`config.mk`:
```
export PLATFORM = sky130hd
export DESIGN_NAME = nvram_backup_packer
export DESIGN_NICKNAME = d
export VERILOG_FILES = /design/src/cdi_nvram_pkg.sv /design/src/nvram_backup_packer.sv
export SDC_FILE = /design/constraint.sdc
export NUM_CORES = 1
export LEC_CHECK = 0
export BUFFER_PORTS_ARGS = -buffer_cell sky130_fd_sc_hd__buf_2
export CAP_MARGIN = 20
export CORE_UTILIZATION = 36
export DETAILED_ROUTE_END_ITERATION = 10
export GPL_TIMING_DRIVEN = 0
export MAX_ROUTING_LAYER = met4
export PLACE_DENSITY = 0.67
export RECOVER_POWER = 25
export SKIP_CTS_REPAIR_TIMING = 1
export SYNTH_ARGS = -nofsm -noshare
export SYNTH_HDL_FRONTEND = slang
export SYNTH_SLANG_ARGS = --single-unit
```
`constraint.sdc`:
```
create_clock -name clk_sys -period 0.8 [get_ports clk_sys]
set_input_delay 0.08 -clock clk_sys [delete_from_list [all_inputs] [get_ports clk_sys]]
set_output_delay 0.08 -clock clk_sys [all_outputs]
set_load 0.005 [all_outputs]
```
`src/cdi_nvram_pkg.sv`:
```
package cdi_nvram_pkg;

    // ==================================================
    // Sizes
    // ==================================================

    // Full CD-i NvRAM is 8 KB
    parameter int NVRAM_BYTES_DEFAULT = 8192;

    parameter int HOST_WORD_W = 16;
    parameter int NVRAM_BYTE_W = 8;

    // ==================================================
    // Transfer FSM
    // ==================================================

    typedef enum logic [3:0] {
        NVRAM_IDLE,
        NVRAM_WAIT_FOR_ACK,
        NVRAM_BACKUP0,
        NVRAM_BACKUP1,
        NVRAM_BACKUP2,
        NVRAM_BACKUP3,
        NVRAM_RESTORE0,
        NVRAM_RESTORE1,
        NVRAM_RESTORE2
    } nvram_state_e;

    // ==================================================
    // Host word
    // ==================================================

    // Host words are little endian, lo is the byte at the even address
    typedef union packed {
        logic [HOST_WORD_W-1:0] word;
        struct packed {
            logic [NVRAM_BYTE_W-1:0] hi;
            logic [NVRAM_BYTE_W-1:0] lo;
        } bytes;
    } host_word_u;

endpackage

```
`src/nvram_backup_packer.sv`:
```
`timescale 1ns/1ns

module nvram_backup_packer
    import cdi_nvram_pkg::*;
#(
    parameter int NVRAM_BYTES = NVRAM_BYTES_DEFAULT
) (
    input  logic                    clk_sys,
    input  logic                    cditop_reset,
    input  logic [NVRAM_BYTE_W-1:0] st_rdata,
    input  logic                    capture_lo,
    input  logic                    capture_hi,
    input  logic                    sd_buff_addr_lsb,
    output logic [HOST_WORD_W-1:0]  hps_din,
    output logic                    word_taken
);

    host_word_u hps_word;
    logic       addr_lsb_q;

    // Two bytes per host word
    if (NVRAM_BYTES % 2 != 0) begin : g_odd_size
        $error("NvRAM size must be a whole number of host words");
    end

    always_ff @(posedge clk_sys) begin
        if (capture_lo) begin
            hps_word.bytes.lo <= st_rdata;
        end
        if (capture_hi) begin
            hps_word.bytes.hi <= st_rdata;
        end
    end

    assign hps_din = hps_word.word;

    // Host moves on to the next word by flipping the buffer address LSB
    always_ff @(posedge clk_sys) begin
        if (cditop_reset) begin
            addr_lsb_q <= 1'b0;
        end else begin
            addr_lsb_q <= sd_buff_addr_lsb;
        end
    end

    assign word_taken = sd_buff_addr_lsb != addr_lsb_q;

    a_capture_exclusive: assert property (
        @(posedge clk_sys) disable iff (cditop_reset)
        !(capture_lo && capture_hi)
    );

endmodule

```
==> metrics.md <==
| Metric | Value |
|---|---|
| Vias in the first global route | `between 200 and 300` |
| Worst Path Buf+Inv | `1` |
| Worst Max-Slew Pin Slew | `456.3 ps` |
| PwrDens | `approximately 2100 mW/mm^2` |
| Die area | `0.001587 sq mm` |
| DRC viols | `0` |
| H-tree levels | `1` |
| WL final | `883 microns` |
| Initial antenna violation count | `0` |
| Pin count of the biggest net entering global routing | `10` |
| Netlist cell types | `4` |
| Element type at the critical path end | `primary output` |
| Outcome | `complete, but fails checks` |
| Fin crit period | `943.3 ps` |
| Global route total overflow | `0` |
| Cell area after synthesis | `515.5 sq um` |
| N_diodes | `0` |
| Critical Path Fanout Max | `1` |
| Cell taking the most area after synthesis | `edfxtp_1` |
| RSZ-0062 raised after global routing | `yes` |
| Setup ws final | `-143.3 ps` |
| Register area share after synthesis | `97.09%` |
| WL/cell | `11.62 microns` |
| CP startpoint | `addr_lsb_q` |
| Syn Inst Count | `19` |
| DRC marker count from the first detailed-route iteration | `1` |
| Avg Synthesized Cell Area | `27.13 sq um` |
| First-pass GRT wire length | `917 microns` |
| Core region area | `0.001318 sq mm` |
| Crit-path cells | `xor2_1, buf_2` |
| Share of cells above drive strength 1 | `50.82%` |
| Cell with the largest stage delay on the worst path | `dfxtp_2` |
| CTS tree | `done` |
| CTS Buf Count | `3` |
| Top post-synthesis cells by area | `edfxtp_1 (93%), dfxtp_1 (3.9%), xor2_1 (1.7%), nor2b_1 (1.2%)` |
| Final HPWL DP | `555.2 microns` |
| Vias | `330` |
| Port bufs | `29` |
| Delay-heaviest family, CP | `flip-flops` |
| Clock slew at reported path FFs | `90 ps` |
| Initial Util | `39.13%` |
| Area share of the largest cell type after synthesis | `93.20%` |
| Crit path required time | `720 ps` |
| Detailed Routing Iterations Pass 1 | `2` |
| Failing checks | `negative setup slack` |
| Hold path cells | `2` |
| Hold Crit Class | `in2reg` |
| Hold Startpoint | `sd_buff_addr_lsb` |
| Post-synth net total | `32` |
| Layout fillers | `110` |
| Clk sink count | `17` |
| Number of max-cap violations | `0` |
| Worst Setup Path Type | `reg2out` |
| All-layer global routing usage | `10.06%` |
| Dpl ws | `~170 ps` |
| Area of the multi-input gates | `15.01 sq um` |
| Final ANT Viol Nets | `0` |
| Layout area overhead | `54.13%` |
| Final worst-path cycle share | `117.9%` |
| Hold Fails Final Rpt | `0` |
| Die height | `39.84 microns` |
| Chip width | `39.84 microns` |
| Sequential Area | `501.7 sq um` |
| Yosys warns | `0` |
| I/O pins | `30` |
| WHS Endpoint | `addr_lsb_q` |
| Leakage | `0.3335 nW` |
| Final Setup Violations | `17` |
| Root Buffer | `clkbuf_4` |
| CP startpoint kind | `flip-flop` |
| # nets final | `75` |
| Final Max Tran Viols | `0` |
| Gpl congestion | `0.5867` |
| Via-to-Cell Ratio | `~4.3` |
| Final Power | `1.667 mW` |
| Crit-path max cell delay | `330 ps` |
| Peak supply drop | `1366 uV` |
| Slew headroom | `69.58%` |
| WP data arrival | `860 ps` |
| # rows | `13` |
| Seq cells post-synth | `17` |
| Max Freq | `1060 MHz` |
| CTS max path bufs | `2` |
layout by cell type (no fill, tap or decap):
master / count
buf_2: 27
edfxtp_1: 16
dlygate4sd3_1: 9
clkbuf_4: 3
clkbuf_1: 3
xor2_1: 1
nor2b_1: 1
dfxtp_2: 1
metrics by stage:
stage | util (%) | area, sq um | hold WS (ps) | setup TNS, ps | instances
after floorplan | - | 515.5 | 151.6 | 0 | 19
after global placement | 51.57 | 679.4 | 237.3 | 0 | 63
after detailed placement | 51.57 | 679.4 | 242.5 | 0 | 63
after CTS | 53.56 | 705.7 | -67.68 | -1235 | 67
after global routing | 60.30 | 794.5 | 45.54 | -1847 | 76
final | 60.30 | 794.5 | 31.72 | -1122 | 76
worst max path at each step:
stage | end | slack [ps] | depth (start not counted)
global route | word_taken | -170 | 2
floorplan | word_taken | 260 | 1
detailed placement | word_taken | 170 | 2
CTS | word_taken | -160 | 2
global placement | word_taken | 170 | 2
finish | word_taken | -140 | 2
cell families after synthesis:
family,count (synthesis),synth area share [%]
simple gates,1,1.214
xor+xnor,1,1.699
flops,17,97.09
power by group:
group	internal [mW]	switching, mW	total [mW]
Combinational	0.0942	0.0665	0.161
Clock	0.194	0.251	0.445
Sequential	1.05	0.0147	1.06
Total	1.34	0.332	1.67
flip-flops by register name, summed over array words and instances, names as in the netlist:
register and cells:
hps_din 16, addr_lsb_q 1
routing by layer:
layer	part of all wire, %	GRT usage [%]	wire length (microns)
met1	37	8.550	323
met2	56	17.62	493
met3	7.5	3.409	66
met4	0	7.759	0
met5	0	-	0
cell type report:
type | instances | area share (%)
multi-input cells | 2 | 1.890
clock buffers | 4 | 3.307
well taps | 15 | 2.362
repair buffers | 38 | 29.29
flip-flops and latches | 17 | 63.15
cells in the mapped netlist:
| cell type | count |
|---|---|
| xor2_1 | 1 |
| edfxtp_1 | 16 |
| nor2b_1 | 1 |
| dfxtp_1 | 1 |
(Power assumes the default switching activity.)
