--- src/cdi_nvram_pkg.sv ---
package cdi_nvram_pkg;

    // ==================================================
    // Sizes
    // ==================================================

    // Full CD-i NvRAM is 8 KB
    parameter int NVRAM_BYTES_DEFAULT = 8192;

    parameter int HOST_WORD_W = 16;
    parameter int NVRAM_BYTE_W = 8;

    // ==================================================
    // Transfer FSM
    // ==================================================

    typedef enum logic [3:0] {
        NVRAM_IDLE,
        NVRAM_WAIT_FOR_ACK,
        NVRAM_BACKUP0,
        NVRAM_BACKUP1,
        NVRAM_BACKUP2,
        NVRAM_BACKUP3,
        NVRAM_RESTORE0,
        NVRAM_RESTORE1,
        NVRAM_RESTORE2
    } nvram_state_e;

    // ==================================================
    // Host word
    // ==================================================

    // Host words are little endian, lo is the byte at the even address
    typedef union packed {
        logic [HOST_WORD_W-1:0] word;
        struct packed {
            logic [NVRAM_BYTE_W-1:0] hi;
            logic [NVRAM_BYTE_W-1:0] lo;
        } bytes;
    } host_word_u;

endpackage

--- src/nvram_host_sequencer.sv ---
`timescale 1ns/1ns

module nvram_host_sequencer
    import cdi_nvram_pkg::*;
#(
    parameter int NVRAM_BYTES = NVRAM_BYTES_DEFAULT,
    localparam int ADDR_W = $clog2(NVRAM_BYTES)
) (
    input  logic                    clk_sys,
    input  logic                    cditop_reset,
    input  logic                    img_mounted,
    input  logic                    img_size_nonzero,
    input  logic                    osd_status,
    input  logic                    hps_ack,
    input  logic                    sd_buff_wr,
    input  logic [HOST_WORD_W-1:0]  sd_buff_dout,
    input  logic                    cpu_changed,
    input  logic                    word_taken,
    output logic                    hps_rd,
    output logic                    hps_wr,
    output logic                    backup_pending,
    output logic                    cpu_access_allowed,
    output logic [ADDR_W-1:0]       st_addr,
    output logic [NVRAM_BYTE_W-1:0] st_wdata,
    output logic                    st_we,
    output logic                    capture_lo,
    output logic                    capture_hi
);

    nvram_state_e state;
    host_word_u   restore_word;
    logic         img_is_mounted;
    logic         osd_status_q;
    logic         img_mount;
    logic         osd_opened;

    // Mount pulse only counts for a non-empty image
    assign img_mount  = img_mounted && img_size_nonzero;
    assign osd_opened = osd_status && !osd_status_q;

    // Address bit 0 picks which half of the host word goes to the store
    assign st_wdata = st_addr[0] ? restore_word.bytes.hi : restore_word.bytes.lo;

    // Store data arrives one cycle after the address, the packer latches it here
    assign capture_lo = (state == NVRAM_BACKUP1);
    assign capture_hi = (state == NVRAM_BACKUP2);

    always_ff @(posedge clk_sys) begin
        if (cditop_reset) begin
            img_is_mounted <= 1'b0;
            osd_status_q   <= 1'b0;
        end else begin
            osd_status_q <= osd_status;
            if (img_mounted) begin
                img_is_mounted <= img_size_nonzero;
            end
        end
    end

    always_ff @(posedge clk_sys) begin
        if (state == NVRAM_RESTORE0 && sd_buff_wr) begin
            restore_word.word <= sd_buff_dout;
        end
    end

    // ==================================================
    // Transfer FSM
    // ==================================================

    always_ff @(posedge clk_sys) begin
        if (cditop_reset) begin
            state              <= NVRAM_IDLE;
            hps_rd             <= 1'b0;
            hps_wr             <= 1'b0;
            backup_pending     <= 1'b0;
            cpu_access_allowed <= 1'b1;
            st_addr            <= '0;
            st_we              <= 1'b0;
        end else begin
            st_we <= 1'b0;

            if (cpu_changed && img_is_mounted) begin
                backup_pending <= 1'b1;
            end

            // Request is done once the host answers
            if (hps_ack) begin
                hps_rd <= 1'b0;
                hps_wr <= 1'b0;
            end

            case (state)
                NVRAM_IDLE: begin
                    cpu_access_allowed <= 1'b1;
                    st_addr            <= '0;
                    if (img_mount) begin
                        hps_rd             <= 1'b1;
                        cpu_access_allowed <= 1'b0;
                        state              <= NVRAM_WAIT_FOR_ACK;
                    end else if (backup_pending && osd_opened) begin
                        // Cleared now so edits made during the backup trigger another one
                        backup_pending     <= 1'b0;
                        hps_wr             <= 1'b1;
                        cpu_access_allowed <= 1'b0;
                        state              <= NVRAM_WAIT_FOR_ACK;
                    end
                end
                NVRAM_WAIT_FOR_ACK: begin
                    if (hps_ack && hps_rd) begin
                        state <= NVRAM_RESTORE0;
                    end
                    if (hps_ack && hps_wr) begin
                        state <= NVRAM_BACKUP0;
                    end
                end
                NVRAM_BACKUP0: begin
                    st_addr <= st_addr + 1'b1;
                    state   <= NVRAM_BACKUP1;
                end
                NVRAM_BACKUP1: begin
                    st_addr <= st_addr + 1'b1;
                    state   <= hps_ack ? NVRAM_BACKUP2 : NVRAM_IDLE;
                end
                NVRAM_BACKUP2: begin
                    state <= hps_ack ? NVRAM_BACKUP3 : NVRAM_IDLE;
                end
                NVRAM_BACKUP3: begin
                    // Word is on hps_din, wait for the host to take it
                    if (!hps_ack) begin
                        state <= NVRAM_IDLE;
                    end else if (word_taken) begin
                        st_addr <= st_addr + 1'b1;
                        state   <= NVRAM_BACKUP1;
                    end
                end
                NVRAM_RESTORE0: begin
                    if (sd_buff_wr) begin
                        st_we <= 1'b1;
                        state <= NVRAM_RESTORE1;
                    end else if (!hps_ack) begin
                        cpu_access_allowed <= 1'b1;
                        state              <= NVRAM_IDLE;
                    end
                end
                NVRAM_RESTORE1: begin
                    // Low byte written this cycle, high byte next
                    st_we   <= 1'b1;
                    st_addr <= st_addr + 1'b1;
                    state   <= NVRAM_RESTORE2;
                end
                NVRAM_RESTORE2: begin
                    st_addr <= st_addr + 1'b1;
                    if (hps_ack) begin
                        state <= NVRAM_RESTORE0;
                    end else begin
                        cpu_access_allowed <= 1'b1;
                        state              <= NVRAM_IDLE;
                    end
                end
                default: begin
                    state <= NVRAM_IDLE;
                end
            endcase
        end
    end

    a_rd_wr_exclusive: assert property (
        @(posedge clk_sys) disable iff (cditop_reset)
        !(hps_rd && hps_wr)
    );

endmodule

--- config.mk ---
export PLATFORM = sky130hd
export DESIGN_NAME = nvram_host_sequencer
export DESIGN_NICKNAME = d
export VERILOG_FILES = /design/src/cdi_nvram_pkg.sv /design/src/nvram_host_sequencer.sv
export SDC_FILE = /design/constraint.sdc
export NUM_CORES = 1
export LEC_CHECK = 0
export ABC_CLOCK_PERIOD_IN_PS = 5600
export BUFFER_PORTS_ARGS = -buffer_cell sky130_fd_sc_hd__buf_2
export CORE_MARGIN = 8
export CORE_UTILIZATION = 30
export DETAILED_ROUTE_END_ITERATION = 7
export PLACE_DENSITY = 0.55
export SLEW_MARGIN = 30
export SYNTH_ARGS = -nofsm -noshare
export SYNTH_HDL_FRONTEND = slang
export SYNTH_SLANG_ARGS = --single-unit
--- constraint.sdc ---
create_clock -name clk_sys -period 5.6 [get_ports clk_sys]
set_input_delay 1.4 -clock clk_sys [delete_from_list [all_inputs] [get_ports clk_sys]]
set_output_delay 1.4 -clock clk_sys [all_outputs]
set_load 0.02 [all_outputs]
==> metrics.csv <==
stage,metric,value,unit
clock_network,cts_sinks,40,
synth,synth_top_cell_by_area,dfxtp_1,
synth,ys_seq_elements,40,
global_route,grt_usage,0.1107,
floorplan,die_w,99.16,um
clock_network,cts_hold_buffers,0,
global_route,antenna_found_initial,0,
routing,ant_nets,0,
synth,ys_seq_area_frac,0.4632,
layout,final_layout_size_suffix_gt1_frac,0.3227,
layout,antenna_cells,0,
timing,slew_headroom,0.4844,
layout,fin_cells,331,
timing,max_freq,0.3222,GHz
clock_network,clk_path_buf_depth,2,
floorplan,die_h,99.16,um
clock_network,htreeDepth,2,
timing,tns,0,ns
floorplan,rows,30,
synth,synth.avg_cell_area,10.32,um2
clock_network,cts.clk_slew.worst_paths,0.08,ns
outcome,status,completed,
layout,area_growth,19.06,%
timing,min_period_over_period,0.5543,
synth,syn-num-nets,227,
global_route,first_global_vias,1754,
routing,drt-initial-drc-count,96,
power_and_ir_drop,power_density,301.0,nW/um2
worst_setup_path,worstPathMaxFanout,20,
worst_setup_path,crit_chain,"nand2b_1, nor3b_1, buf_2",
layout,postLayoutCellArea,2470,um2
synth,synth_edf_count,16,
global_route,grt_overflow,0,
worst_setup_path,slowest_delay,0.83,ns
min_path,hold_class,flop to flop,
worst_setup_path,cp_top_family,flip-flops,
timing,period_needed,3.104,ns
routing,dr.pass1.iters,4,
clock_network,clkLatencyLatePin,0.29,ns
synth,synth_cell_types,56,
floorplan,core-area,6756,um2
worst_setup_path,start_kind,flop,
synth,synth_area_leaders,"dfxtp_1 (23%), edfxtp_1 (23%), mux2_2 (4.9%)",
power_and_ir_drop,ir_drop,0.0001484,V
floorplan,io_pins,53,
worst_setup_path,slowest_stage,dfxtp_1,
worst_setup_path,critPathBufInv,1,
clock_network,cts_resized,0,
clock_network,cts-root-buf,clkbuf_8,
routing,drt-wirelength-per-cell,15.82,um
synth,syn_inst,201,
floorplan,die-area,9832,um2
clock_network,cts_tree,done,
timing,finClkSkew,0.009153,ns
global_route,grt_pass1_wl,8838,um
worst_setup_path,worstSetupPathType,flop to output port,
placement,place_area,2385,um2
clock_network,cts_buffers,5,
timing,slew_violations,0,
placement,dp_cells,323,
floorplan,start_util,0.3070,
worst_setup_path,worst-endpoint-arrival,1.70,ns
layout,final_nets,276,
synth,synth_flop_cell,dfxtp_1,
power_and_ir_drop,leakage,0.9401,nW
routing,viasPerCell,5.275,
global_route,grt_start_max_net_pins,22,
worst_setup_path,critical_path_required,4.20,ns
synth,yosysTopAreaCellShare,0.2316,
flow_run,drv_cap,0,
placement,place.port_buffers,52,
worst_setup_path,end_kind,output port,
clock_network,postCtsSetupBuffers,0,
synth,synth_warnings,0,
routing,dr_total_vias,1746,
routing,finalWirelength,5237,um
synth,synth_area,2074,um2
timing,rsz0062_at_grt,false,
timing,tightest_slew,0.7723,ns
routing,route.detailed.drc,0,
synth,synthArstFlopShare,0,
timing,setup_viol,0,
timing,hold_viol,0,
placement,dp_hpwl,3820,um
placement,place_congestion,0.7930,
[per-stage QoR]
stage                     power (mW)  hold slack [ns]  worst slack [ns]    util
after floorplan               0.5121           0.4499             2.043       -
after global placement        0.5622           0.4620             2.794  0.3530
after detailed placement      0.5622           0.4785             2.739  0.3530
after CTS                     0.7531           0.4892             2.472  0.3656
after global routing          0.7902           0.5111             2.297  0.3656
final                         0.7434           0.4830             2.496  0.3656
[logic make-up after synthesis]
group	share of synthesized area
adders and majority gates	0.006030
AOI/OAI and AO/OA	0.1810
muxes	0.07961
buffers and inverters	0.04161
DFF	0.4632
and+or+nand+nor	0.2286
[where the power goes]
| part | internal [mW] | switching (mW) | leakage (nW) |
|---|---|---|---|
| logic | 0.0824 | 0.122 | 0.561 |
| registers | 0.312 | 0.0375 | 0.338 |
| clock network | 0.0872 | 0.102 | 0.0412 |
[cell usage after synthesis (5+ instances only)]
cell	n
mux2_2	9
o21ai_0	8
nor3b_1	5
edfxtp_1	16
nand2_1	13
nand3_1	5
a21oi_1	12
dfxtp_1	24
nand2b_1	5
inv_1	5
nor2_1	9
mux2i_1	5
[flip-flops by register name (all words and copies together), names as in the netlist]
| name | flops |
|---|---|
| hps_wr | 1 |
| st_we | 1 |
| state | 4 |
| osd_status_q | 1 |
| backup_pending | 1 |
| img_is_mounted | 1 |
| restore_word | 16 |
| st_addr | 13 |
| hps_rd | 1 |
| cpu_access_allowed | 1 |
[tightest hold or removal path: cells and delay by family (launching register included)]
family | cells | cell delay, ns
AND/OR/NAND/NOR | 1 | 0.07
AO/OA/AOI/OAI | 1 | 0.06
flip-flops | 1 | 0.31
[worst paths after layout]
check              endpoint  slack [ns]           start  cells after the start
max reg2reg      st_addr[0]        3.50        state[0]                      4
min reg2reg  img_is_mounted        0.48  img_is_mounted                      2
min          img_is_mounted        0.48  img_is_mounted                      2
max              capture_lo        2.50        state[0]                      3
[layout by cell type, fill, tap and decap left out, types with 8 or more instances in the layout]
cell type,instances
o21ai_0,8
dfxtp_1,24
a21oi_1,12
nand2_1,13
mux2_2,9
edfxtp_1,16
nor2_1,9
buf_2,52
[layout make-up]
| type | count | area, um2 |
|---|---|---|
| clock buffer | 6 | 72.57 |
| clock inverter | 2 | 12.51 |
| fill | 707 | 4287 |
| inverter | 6 | 22.52 |
| multi-input combinational | 144 | 1033 |
| sequential | 40 | 960.9 |
| tap | 80 | 100.1 |
| timing repair buffer | 53 | 267.8 |
[layer usage]
| layer | vias to the layer above | GRT usage | share of wire |
|---|---|---|---|
| met2 | 47 | 0.1710 | 0.45 |
| met5 | - | 0 | 0 |
| met4 | 0 | 0.03609 | 0.0094 |
| met1 | 810 | 0.1328 | 0.46 |
| li1 | 885 | - | - |
| met3 | 4 | 0.05168 | 0.082 |
(Power assumes the default switching activity.)
